==> config.mk <==
export PLATFORM = sky130hd
export DESIGN_NAME = i2c_master_top
export DESIGN_NICKNAME = d
export VERILOG_FILES = /design/src/hdl/i2c_pkg.sv /design/src/hdl/i2c_bit_timer.sv /design/src/hdl/i2c_master_fsm.sv /design/src/hdl/i2c_master_top.sv /design/src/hdl/i2c_shift_reg.sv
export SDC_FILE = /design/constraint.sdc
export NUM_CORES = 1
export LEC_CHECK = 0
export ABC_CLOCK_PERIOD_IN_PS = 1900
export BUFFER_PORTS_ARGS = -buffer_cell sky130_fd_sc_hd__buf_4
export CAP_MARGIN = 25
export CORE_ASPECT_RATIO = 0.75
export CORE_MARGIN = 2
export CORE_UTILIZATION = 30
export DETAILED_ROUTE_END_ITERATION = 12
export GPL_TIMING_DRIVEN = 0
export PLACE_DENSITY = 0.51
export SYNTH_ARGS = -nofsm -noshare
export SYNTH_HDL_FRONTEND = slang
export SYNTH_SLANG_ARGS = --single-unit
export TNS_END_PERCENT = 20
==> constraint.sdc <==
create_clock -name clk -period 1.9 [get_ports clk]
set_clock_uncertainty 0.1 [all_clocks]
set_input_delay 0.095 -clock clk [delete_from_list [all_inputs] [get_ports clk]]
set_output_delay 0.095 -clock clk [all_outputs]
set_load 0.01 [all_outputs]
==> src/hdl/i2c_pkg.sv <==
package i2c_pkg;

  // Bit timing
  localparam int QUARTER_CLKS  = 5;                      // clk cycles per quarter SCL period
  localparam int QUARTER_W     = $clog2(QUARTER_CLKS);   // Divider counter width
  localparam int BIT_SLOTS_MAX = 20;                     // START, 2 x (8 bits + ACK), STOP

  // Quarter phases inside one bit slot
  localparam logic [1:0] PH_DRIVE  = 2'd0;  // SCL low, SDA may change
  localparam logic [1:0] PH_RISE   = 2'd1;  // SCL low, released on its tick
  localparam logic [1:0] PH_SAMPLE = 2'd2;  // SCL high, bus sampled on its tick
  localparam logic [1:0] PH_END    = 2'd3;  // SCL high, slot ends on its tick

  // Sequencer states
  typedef enum logic [2:0] {
    ST_IDLE     = 3'd0,  // Bus released, waiting for start
    ST_START    = 3'd1,  // SDA falls with SCL high
    ST_ADDR     = 3'd2,  // 7 address bits plus R/W
    ST_ADDR_ACK = 3'd3,  // Slave acknowledges the address
    ST_WRITE    = 3'd4,  // Master sends the data byte
    ST_READ     = 3'd5,  // Master receives the data byte
    ST_DATA_ACK = 3'd6,  // Slave ACK on write, master NACK on read
    ST_STOP     = 3'd7   // SDA rises with SCL high
  } i2c_state_e;

  // Command from the user side
  typedef struct packed {
    logic [6:0] addr;   // Slave address
    logic       rw;     // 1 = read
    logic [7:0] wdata;  // Byte to send on a write
  } i2c_cmd_t;

  // Result returned with done
  typedef struct packed {
    logic [7:0] rdata;      // Received byte, 0 unless a read completed
    logic       addr_nack;  // Address not acknowledged
    logic       data_nack;  // Write data not acknowledged
  } i2c_rsp_t;

endpackage

==> src/hdl/i2c_bit_timer.sv <==
module i2c_bit_timer
  import i2c_pkg::*;
(
  input  logic       clk,
  input  logic       reset,
  input  logic       run,    // High for the whole transaction
  output logic       tick,   // One cycle every QUARTER_CLKS cycles
  output logic [1:0] phase   // Quarter of the current bit slot
);

  logic [QUARTER_W-1:0] div_q;    // Quarter divider
  logic [1:0]           phase_q;  // Quarter counter, wraps every slot

  // Not gated by run, the FSM only drops run on a slot boundary
  assign tick  = (div_q == QUARTER_W'(QUARTER_CLKS - 1));
  assign phase = phase_q;

  always_ff @(posedge clk or posedge reset) begin
    if (reset) begin
      div_q   <= '0;
      phase_q <= '0;
    end else if (!run) begin
      div_q   <= '0;  // Idle bus, hold at start of slot
      phase_q <= '0;
    end else if (tick) begin
      div_q   <= '0;
      phase_q <= phase_q + 2'd1;  // Next quarter
    end else begin
      div_q   <= div_q + QUARTER_W'(1);
    end
  end

  // The FSM must stop the timer only when the divider has wrapped
  a_no_tick_idle : assert property (
    @(posedge clk) disable iff (reset)
    !run |-> !tick
  ) else $error("Bit timer ticked while run is low");

endmodule

==> src/hdl/i2c_master_fsm.sv <==
module i2c_master_fsm
  import i2c_pkg::*;
(
  input  logic       clk,
  input  logic       reset,
  input  logic       start,       // Command strobe
  input  i2c_cmd_t   cmd,
  input  logic       tick,        // Quarter tick from the bit timer
  input  logic [1:0] phase,
  output logic       run,         // Enables the bit timer
  output logic       load,        // Shift register load strobe
  output logic [7:0] load_data,
  output logic       bit_shift,   // Shift register shift strobe
  input  logic       msb,
  input  logic [7:0] shift_data,
  input  logic       sda_in,      // Sampled SDA level
  output logic       scl_low,     // Open-drain pull-down on SCL
  output logic       sda_low,     // Open-drain pull-down on SDA
  output logic       busy,
  output logic       done,        // Result strobe
  output i2c_rsp_t   rsp
);

  i2c_state_e state_q;
  i2c_cmd_t   cmd_q;      // Latched command
  i2c_rsp_t   res_q;      // Result under construction
  i2c_rsp_t   rsp_q;      // Last finished result
  logic [2:0] bit_cnt_q;  // Bits left in the byte
  logic       run_q;
  logic       busy_q;
  logic       scl_low_q;
  logic       sda_low_q;
  logic       accept;
  logic       tick_drive;
  logic       tick_rise;
  logic       tick_sample;
  logic       tick_end;

  assign accept      = start && !busy_q;  // Starts while busy are dropped
  assign tick_drive  = tick && (phase == PH_DRIVE);
  assign tick_rise   = tick && (phase == PH_RISE);
  assign tick_sample = tick && (phase == PH_SAMPLE);
  assign tick_end    = tick && (phase == PH_END);

  // Address byte at end of START, write data after a good address ACK
  assign load = tick_end && ((state_q == ST_START) ||
                ((state_q == ST_ADDR_ACK) && !res_q.addr_nack && !cmd_q.rw));
  assign load_data = (state_q == ST_START) ? {cmd_q.addr, cmd_q.rw} : cmd_q.wdata;

  // TX shifts after driving a bit, RX shifts on the sample point
  assign bit_shift = (tick_drive && ((state_q == ST_ADDR) || (state_q == ST_WRITE))) ||
                     (tick_sample && (state_q == ST_READ));

  assign done    = tick_end && (state_q == ST_STOP);  // Same cycle SDA is released
  assign rsp     = done ? res_q : rsp_q;
  assign run     = run_q;
  assign busy    = busy_q;
  assign scl_low = scl_low_q;
  assign sda_low = sda_low_q;

  always_ff @(posedge clk) begin
    if (accept) begin
      cmd_q <= cmd;
    end
  end

  always_ff @(posedge clk or posedge reset) begin
    if (reset) begin
      state_q   <= ST_IDLE;
      res_q     <= '0;
      rsp_q     <= '0;
      bit_cnt_q <= '0;
      run_q     <= 1'b0;
      busy_q    <= 1'b0;
      scl_low_q <= 1'b0;
      sda_low_q <= 1'b0;
    end else begin
      if (done) rsp_q <= res_q;
      if (tick_rise) scl_low_q <= 1'b0;                            // SCL high for phases 2, 3
      if (tick_end && (state_q != ST_STOP)) scl_low_q <= 1'b1;     // SCL low for next slot
      case (state_q)
        ST_IDLE: begin
          if (accept) begin
            state_q <= ST_START;
            res_q   <= '0;
            run_q   <= 1'b1;
            busy_q  <= 1'b1;
          end
        end
        ST_START: begin
          if (tick_sample) sda_low_q <= 1'b1;  // START, SCL still high
          if (tick_end) begin
            state_q   <= ST_ADDR;
            bit_cnt_q <= 3'd7;
          end
        end
        ST_ADDR: begin
          if (tick_drive) sda_low_q <= !msb;
          if (tick_end) begin
            bit_cnt_q <= bit_cnt_q - 3'd1;  // Wraps to 7 for the data byte
            if (bit_cnt_q == 3'd0) state_q <= ST_ADDR_ACK;
          end
        end
        ST_ADDR_ACK: begin
          if (tick_drive) sda_low_q <= 1'b0;         // Hand SDA to the slave
          if (tick_sample) res_q.addr_nack <= sda_in;
          if (tick_end) begin
            if (res_q.addr_nack) state_q <= ST_STOP;  // Skip the data phase
            else if (cmd_q.rw) state_q <= ST_READ;
            else state_q <= ST_WRITE;
          end
        end
        ST_WRITE: begin
          if (tick_drive) sda_low_q <= !msb;
          if (tick_end) begin
            bit_cnt_q <= bit_cnt_q - 3'd1;
            if (bit_cnt_q == 3'd0) state_q <= ST_DATA_ACK;
          end
        end
        ST_READ: begin
          if (tick_drive) sda_low_q <= 1'b0;  // Slave drives the data
          if (tick_end) begin
            bit_cnt_q <= bit_cnt_q - 3'd1;
            if (bit_cnt_q == 3'd0) state_q <= ST_DATA_ACK;
          end
        end
        ST_DATA_ACK: begin
          if (tick_drive) sda_low_q <= 1'b0;  // Released, so a read answers NACK
          if (tick_sample) begin
            if (cmd_q.rw) res_q.rdata <= shift_data;  // Read complete
            else res_q.data_nack <= sda_in;
          end
          if (tick_end) state_q <= ST_STOP;
        end
        ST_STOP: begin
          if (tick_drive) sda_low_q <= 1'b1;  // SDA low before SCL rises
          if (tick_end) begin
            sda_low_q <= 1'b0;  // STOP, SDA rises with SCL high
            state_q   <= ST_IDLE;
            run_q     <= 1'b0;
            busy_q    <= 1'b0;
          end
        end
        default: state_q <= ST_IDLE;
      endcase
    end
  end

  a_done_busy : assert property (
    @(posedge clk) disable iff (reset)
    done |-> busy_q
  ) else $error("done pulsed without busy");

  a_idle_scl : assert property (
    @(posedge clk) disable iff (reset)
    (state_q == ST_IDLE) |-> !scl_low_q
  ) else $error("SCL held low on an idle bus");

endmodule

==> src/hdl/i2c_master_top.sv <==
module i2c_master_top
  import i2c_pkg::*;
(
  input  logic     clk,
  input  logic     reset,
  input  logic     start,    // Command strobe, ignored while busy
  input  i2c_cmd_t cmd,
  output logic     busy,
  output logic     done,     // Result strobe
  output i2c_rsp_t rsp,
  input  logic     sda_in,   // Wired SDA level
  output logic     scl_low,  // Open-drain SCL control
  output logic     sda_low   // Open-drain SDA control
);

  logic       tick;
  logic [1:0] phase;
  logic       run;
  logic       load;
  logic [7:0] load_data;
  logic       bit_shift;
  logic       msb;
  logic [7:0] shift_data;

  i2c_bit_timer i_timer (
    .clk   (clk),
    .reset (reset),
    .run   (run),
    .tick  (tick),
    .phase (phase)
  );

  i2c_shift_reg i_shift (
    .clk       (clk),
    .reset     (reset),
    .load      (load),
    .load_data (load_data),
    .bit_shift (bit_shift),
    .serial_in (sda_in),  // RX bits enter straight from the bus
    .msb       (msb),
    .data      (shift_data)
  );

  i2c_master_fsm i_fsm (
    .clk        (clk),
    .reset      (reset),
    .start      (start),
    .cmd        (cmd),
    .tick       (tick),
    .phase      (phase),
    .run        (run),
    .load       (load),
    .load_data  (load_data),
    .bit_shift  (bit_shift),
    .msb        (msb),
    .shift_data (shift_data),
    .sda_in     (sda_in),
    .scl_low    (scl_low),
    .sda_low    (sda_low),
    .busy       (busy),
    .done       (done),
    .rsp        (rsp)
  );

endmodule

==> src/hdl/i2c_shift_reg.sv <==
module i2c_shift_reg (
  input  logic       clk,
  input  logic       reset,
  input  logic       load,       // Parallel load strobe
  input  logic [7:0] load_data,  // Address byte or write data
  input  logic       bit_shift,  // Shift left by one
  input  logic       serial_in,  // Sampled SDA, enters at LSB
  output logic       msb,        // Next bit to send
  output logic [7:0] data        // Received byte after eight shifts
);

  logic [7:0] data_q;

  assign msb  = data_q[7];  // MSB first on the wire
  assign data = data_q;

  always_ff @(posedge clk or posedge reset) begin
    if (reset) begin
      data_q <= '0;
    end else if (load) begin
      data_q <= load_data;
    end else if (bit_shift) begin
      data_q <= {data_q[6:0], serial_in};  // TX and RX share one register
    end
  end

  // FSM loads on slot end and shifts on drive or sample quarters
  a_load_xor_shift : assert property (
    @(posedge clk) disable iff (reset)
    !(load && bit_shift)
  ) else $error("Shift register loaded and shifted in the same cycle");

endmodule

==> results.cfg, run 1 <==
[cells_and_area]
area_growth_pct = 44.8
final_cell_mix = 41 x dfrtp_1, 34 x buf_4, 18 x mux2i_1, 18 x buf_6, 18 x dlygate4sd3_1
drive_gt1_share_pct = 35.4
utilization_pct = 45.6
final_common_cell = dfrtp_1
antenna_cells = 0
fin_area_um2 = 3920
layout.nets = 328

[min_path]
hp-class = input pin to register
min-delay-start = start
worstHoldEndpoint = i_fsm.cmd_q[8]
hold_path_depth = 2

[power_and_ir_drop]
internal_power_mw = 2.47
netSwitchingFraction_pct = 19.0
combPwrFrac_pct = 2.7
power_frac_clock_pct = 55.1
pwr-share-seq_pct = 42.1
p_sw_uw = 580
vdd_ir_drop_max_mv = 0.381
p_per_area_nw_per_um2 = 778
total_power_mw = 3.05
p_leak_nw = 1.66

[synthesis]
synth.distinct_cells = 40
synth_area_leader_cell = dfrtp_1
synthCells = 223
yosysSeqAreaShare_pct = 56.6
synth_top_area_share_pct = 38.9
synth_flop_cell = dfrtp_1
async_flop_share_pct = 72.4
syn_area_um2 = 2710
synth-seq-cells = 58
synth_edf_count = 16
syn_avg_cell_area_um2 = 12.1
syn_nets = 251
yosysWarnings = 0
synth.area.top_cells = dfrtp_1 39%, edfxtp_1 18%, mux2_2 7.9%

[critical_path]
cp_common_cell = buf_6
cp.arrival_ns = 1.84
reg2reg_to = i_fsm.res_q[9]
cpMaxStageDelayCell = dfrtp_1
cp_max_fo = 5
slowest_delay_ns = 0.38
worstPathRequired_ns = 1.70
end_kind = output port
worstReg2RegStart = i_timer.div_q[1]
path_class = register to output port
reg2regPathDepth = 9
cp_cell_sequence = inv_2, ha_4, nand3_4, nor2_4, buf_6, buf_8, mux2_4, buf_6
reg2reg_slack_ns = -0.05
crit_path_start_kind = register

[timing]
fmax_mhz = 491
hold_viol_final = 0
rsz0062_at_grt = true
drv_slew = 0
setup_viol = 20
period_needed_ns = 2.04
worst_pin_slew_ns = 0.534
post-route-period-util_pct = 107
slew_headroom_pct = 64.3
fin_setup_tns_ns = -1.58
worst_slack_ns = -0.139

[clocking]
worstSkewPairLatency_ns = 0.33
root_buffer = clkbuf_16
cts_buffers = 9
clockBufferDepth = 2
htree_num_levels = 3
cts_tree = built
clkTransAtPathRegs_ns = 0.05
clock_sinks = 58

[placed_design]
placed_cell_area_um2 = 3110
post-place-ws_ns = -0.298
place.detailed.hpwl_mm = 3.94
portBuffers = 33
place.gp.congestion = 0.830

[floorplan]
die-area_um2 = 9800
ios = 34
core_area_um2 = 8600
start_util_pct = 31.5
die_w_um = 114
num_rows = 29
die_y_um = 86.2

[route]
firstDrtPassIters = 4
drtIter0Drc = 92
wire_per_inst_um = 14.7
wl_mm = 6.07
drt-vias-per-instance = 4.63
drc_errors = 0
via_count = 1912
ant_nets = 0

[job]
cap_violations = 0

[run_status]
status = complete, but fails checks
violations = setup timing

[global_route]
grt_pass1_vias = 1826
grt-ovfl-total = 0
antenna_found_initial = 0
grtUsageTotal_pct = 13.5
grt_pass1_wl_mm = 9.96
grt_max_degree = 31
metal layers:
layer | wire (um) | track usage [%] | vias up
met5 | 0 | 0 | -
met2 | 2430 | 17.3 | 49
li1 | - | - | 957
met1 | 3260 | 20.9 | 897
met3 | 267 | 3.43 | 9
met4 | 108 | 6.32 | 0
synth_stat cells, types with 4 or more instances:
master    count
dfrtp_1      42
inv_1        19
mux2_2       19
mux2i_1      18
nand3_1      17
edfxtp_1     16
nor2_1        9
ha_1          8
o21ai_1       8
a21oi_1       7
nand2_1       7
o21ai_0       7
buf_2         5
and3_1        4
buf_4         4
stage by stage:
stage | instances | hold WS (ns)
final | 413 | 0.169
after detailed placement | 365 | -0.0177
after global routing | 413 | 0.171
after global placement | 364 | 0.173
after CTS | 410 | 0.161
after floorplan | 223 | 0.0939
worst max-delay path, delay by kind of cell (launching register included):
kind	cells	cell delay (ns)
flops	1	0.38
simple gates	2	0.23
mux	1	0.31
buf+inv	4	0.45
fa+ha+maj	1	0.16
power groups by stage:
stage	Combinational (mW)	Clock [mW]	Sequential (mW)
2_1_floorplan	0.0142	0	1.31
3_3_place_gp	0.0510	0	1.31
3_5_place_dp	0.0568	0	1.31
4_1_cts	0.0860	1.73	1.28
5_1_grt	0.0934	1.79	1.28
6_report	0.0837	1.68	1.28
final cells by class:
| class | instances | area, um2 |
|---|---|---|
| Sequential cell | 58 | 1530 |
| Timing Repair Buffer | 66 | 622 |
| Inverter | 20 | 75.1 |
| Fill cell | 801 | 4680 |
| Clock buffer | 9 | 225 |
| Clock inverter | 7 | 83.8 |
| Buffer | 11 | 97.6 |
| Tap cell | 108 | 135 |
| Multi-Input combinational cell | 134 | 1150 |
timing repair:
action / in CTS / in global routing
hold buffers: 18 / 0
pin swaps: 4 / 0
cloned: 1 / 0
setup endpoints to repair: 38 / 27
setup buffers: 10 / 3
gates resized for setup: 45 / 7
endpoints found under the hold margin: 60 / 0
sequential cells by signal (all words and copies together) (netlist names):
name	cells
i_fsm.rsp_q	10
i_fsm.res_q	10
i_fsm.state_q	3
i_fsm.bit_cnt_q	3
i_fsm.scl_low	1
i_fsm.sda_low	1
i_timer.phase	2
i_fsm.run	1
i_timer.div_q	3
i_shift.data	8
i_fsm.cmd_q	16
worst max path at each step:
stage | cells past startpoint | from | slack [ns] | endpoint
finish | 8 | i_timer.div_q[1] | -0.14 | rsp[7]
global route | 8 | i_timer.div_q[0] | -0.20 | rsp[8]
CTS | 8 | i_timer.div_q[0] | -0.12 | rsp[7]
detailed placement | 7 | i_timer.div_q[0] | -0.30 | rsp[7]
global placement | 7 | i_timer.div_q[0] | -0.34 | rsp[7]
floorplan | 8 | i_timer.phase[0] | 0.09 | i_fsm.res_q[2]
logic make-up after synthesis:
kind of cell | synth area share [%]
xor+xnor | 0.972
buf+inv | 5.37
compound gates | 8.56
simple gates | 10.2
fa+ha+maj | 3.70
mux | 14.6
flops | 56.6
Power figures use the tool's default switching activity.
==> inputs of run 2 (changes only) <==
- ABC_CLOCK_PERIOD_IN_PS: 1900 -> 1800
- SKIP_CTS_REPAIR_TIMING: default -> 1
- clock period: 1.9 -> 1.8 ns (I/O delays scaled with it)
==> results.cfg, run 2 (synthesis gave the netlist of run 1 again) <==
[job]
cap_violations = 0

[timing]
rsz0062_at_grt = true
fmax_mhz = 484
fin_setup_tns_ns = -5.03
period_needed_ns = 2.07
worst_pin_slew_ns = 0.556
slew_headroom_pct = 62.9
hold_viol_final = 0
worst_slack_ns = -0.268
setup_viol = 26
drv_slew = 0
hold_ws_ns = 0.165
post-route-period-util_pct = 115

[clocking]
clockBufferDepth = 2
clkTransAtPathRegs_ns = 0.05
cts_tree = built
clock_sinks = 58
root_buffer = clkbuf_16
worstSkewPairLatency_ns = 0.33
htree_num_levels = 3
cts_buffers = 9

[global_route]
grt-ovfl-total = 0
grt_pass1_vias = 1844
grtUsageTotal_pct = 13.1
grt_pass1_wl_mm = 9.53
antenna_found_initial = 0
grt_max_degree = 31

[cells_and_area]
largest_reg_flops = 16
layout.nets = 326
drive_gt1_share_pct = 36.0
final_common_cell = dfrtp_1
regMostFlops = i_fsm.cmd_q
final_cell_mix = 40 x dfrtp_1, 37 x buf_4, 18 x mux2i_1, 18 x dlygate4sd3_1, 16 x edfxtp_1
reg_top3 = i_fsm.cmd_q: 16 flops, i_fsm.res_q: 10 flops, i_fsm.rsp_q: 10 flops
area_growth_pct = 43.2
fin_area_um2 = 3870
antenna_cells = 0

[floorplan]
start_util_pct = 31.5
die_y_um = 86.2
core_area_um2 = 8600
ios = 34
die-area_um2 = 9800
num_rows = 29
die_w_um = 114

[critical_path]
cp_max_fo = 6
worstReg2RegStart = i_fsm.state_q[1]
worstPathRequired_ns = 1.61
end_kind = output port
reg2reg_to = i_shift.data[7]
crit_path_start_kind = register
cp.arrival_ns = 1.88
path_class = register to output port
reg2regPathDepth = 6
reg2reg_slack_ns = -0.20

[placed_design]
place.gp.congestion = 0.831
portBuffers = 33
placed_cell_area_um2 = 3110
place.detailed.hpwl_mm = 4.01

[route]
ant_nets = 0
drc_errors = 0
via_count = 1953
wire_per_inst_um = 14.6
drt-vias-per-instance = 4.75
drtIter0Drc = 96
wl_mm = 6.02
firstDrtPassIters = 4

[min_path]
hold_path_depth = 2
hp-class = input pin to register
worstHoldEndpoint = i_fsm.cmd_q[8]
min-delay-start = start

[power_and_ir_drop]
vdd_ir_drop_max_mv = 0.443
p_per_area_nw_per_um2 = 840
p_leak_nw = 1.65

[run_status]
status = complete, but fails checks
violations = setup timing
run 2: cell count changes in the layout (fill, tap and decap cells not counted), moves of 2 or more:
cell / before / now
mux2_2: 9 / 11
clkinv_1: 3 / 1
buf_4: 34 / 37
clkinv_4: 0 / 2
buf_6: 18 / 12
mux2_4: 10 / 8
run 2: worst max-delay path, cell delays in order, from the launching register on:
cell and delay (ns):
dfrtp_1 0.39, inv_2 0.08, ha_4 0.17, nand3_4 0.09
nor2_4 0.20, buf_4 0.15, mux2_2 0.33, buf_4 0.14
run 2: final cells by class:
class / instances / area (um2)
clock buffers: 9 / 225
plain buffers: 11 / 87.6
clock inverters: 7 / 93.8
multi-input cells: 134 / 1130
repair buffers: 64 / 589
well taps: 108 / 135
flip-flops and latches: 58 / 1530
fillers: 794 / 4730
inverters: 20 / 75.1
run 2: power by group:
group          internal [mW]  switching (mW)
registers               1.36               0
logic                 0.0567          0.0317
clock network           1.21           0.603
total                   2.62           0.634
run 2: worst max-delay path by stage:
stage / from / endpoint / slack [ns] / cells after the start
after detailed placement: i_timer.div_q[0] / rsp[2] / -0.45 / 7
after floorplan: i_timer.div_q[0] / i_fsm.rsp_q[2] / 0.01 / 6
final: i_timer.div_q[0] / rsp[0] / -0.27 / 7
after global routing: i_timer.div_q[0] / rsp[0] / -0.35 / 7
after CTS: i_timer.div_q[0] / rsp[2] / -0.82 / 7
after global placement: i_timer.div_q[0] / rsp[2] / -0.41 / 7
run 2: stage by stage:
step	power, mW	instances	utilization [%]	setup WS [ns]
floorplan	1.39	223	-	0.0105
global placement	1.43	364	36.0	-0.412
detailed placement	1.44	365	36.2	-0.454
CTS	3.27	381	39.9	-0.819
global route	3.37	411	45.0	-0.355
finish	3.25	411	45.0	-0.268
run 2: routing by layer:
| metal | wire length [um] | track usage (%) |
|---|---|---|
| met1 | 3180 | 20.0 |
| met2 | 2360 | 15.8 |
| met3 | 368 | 4.55 |
| met4 | 114 | 6.76 |
| met5 | 0 | 0 |
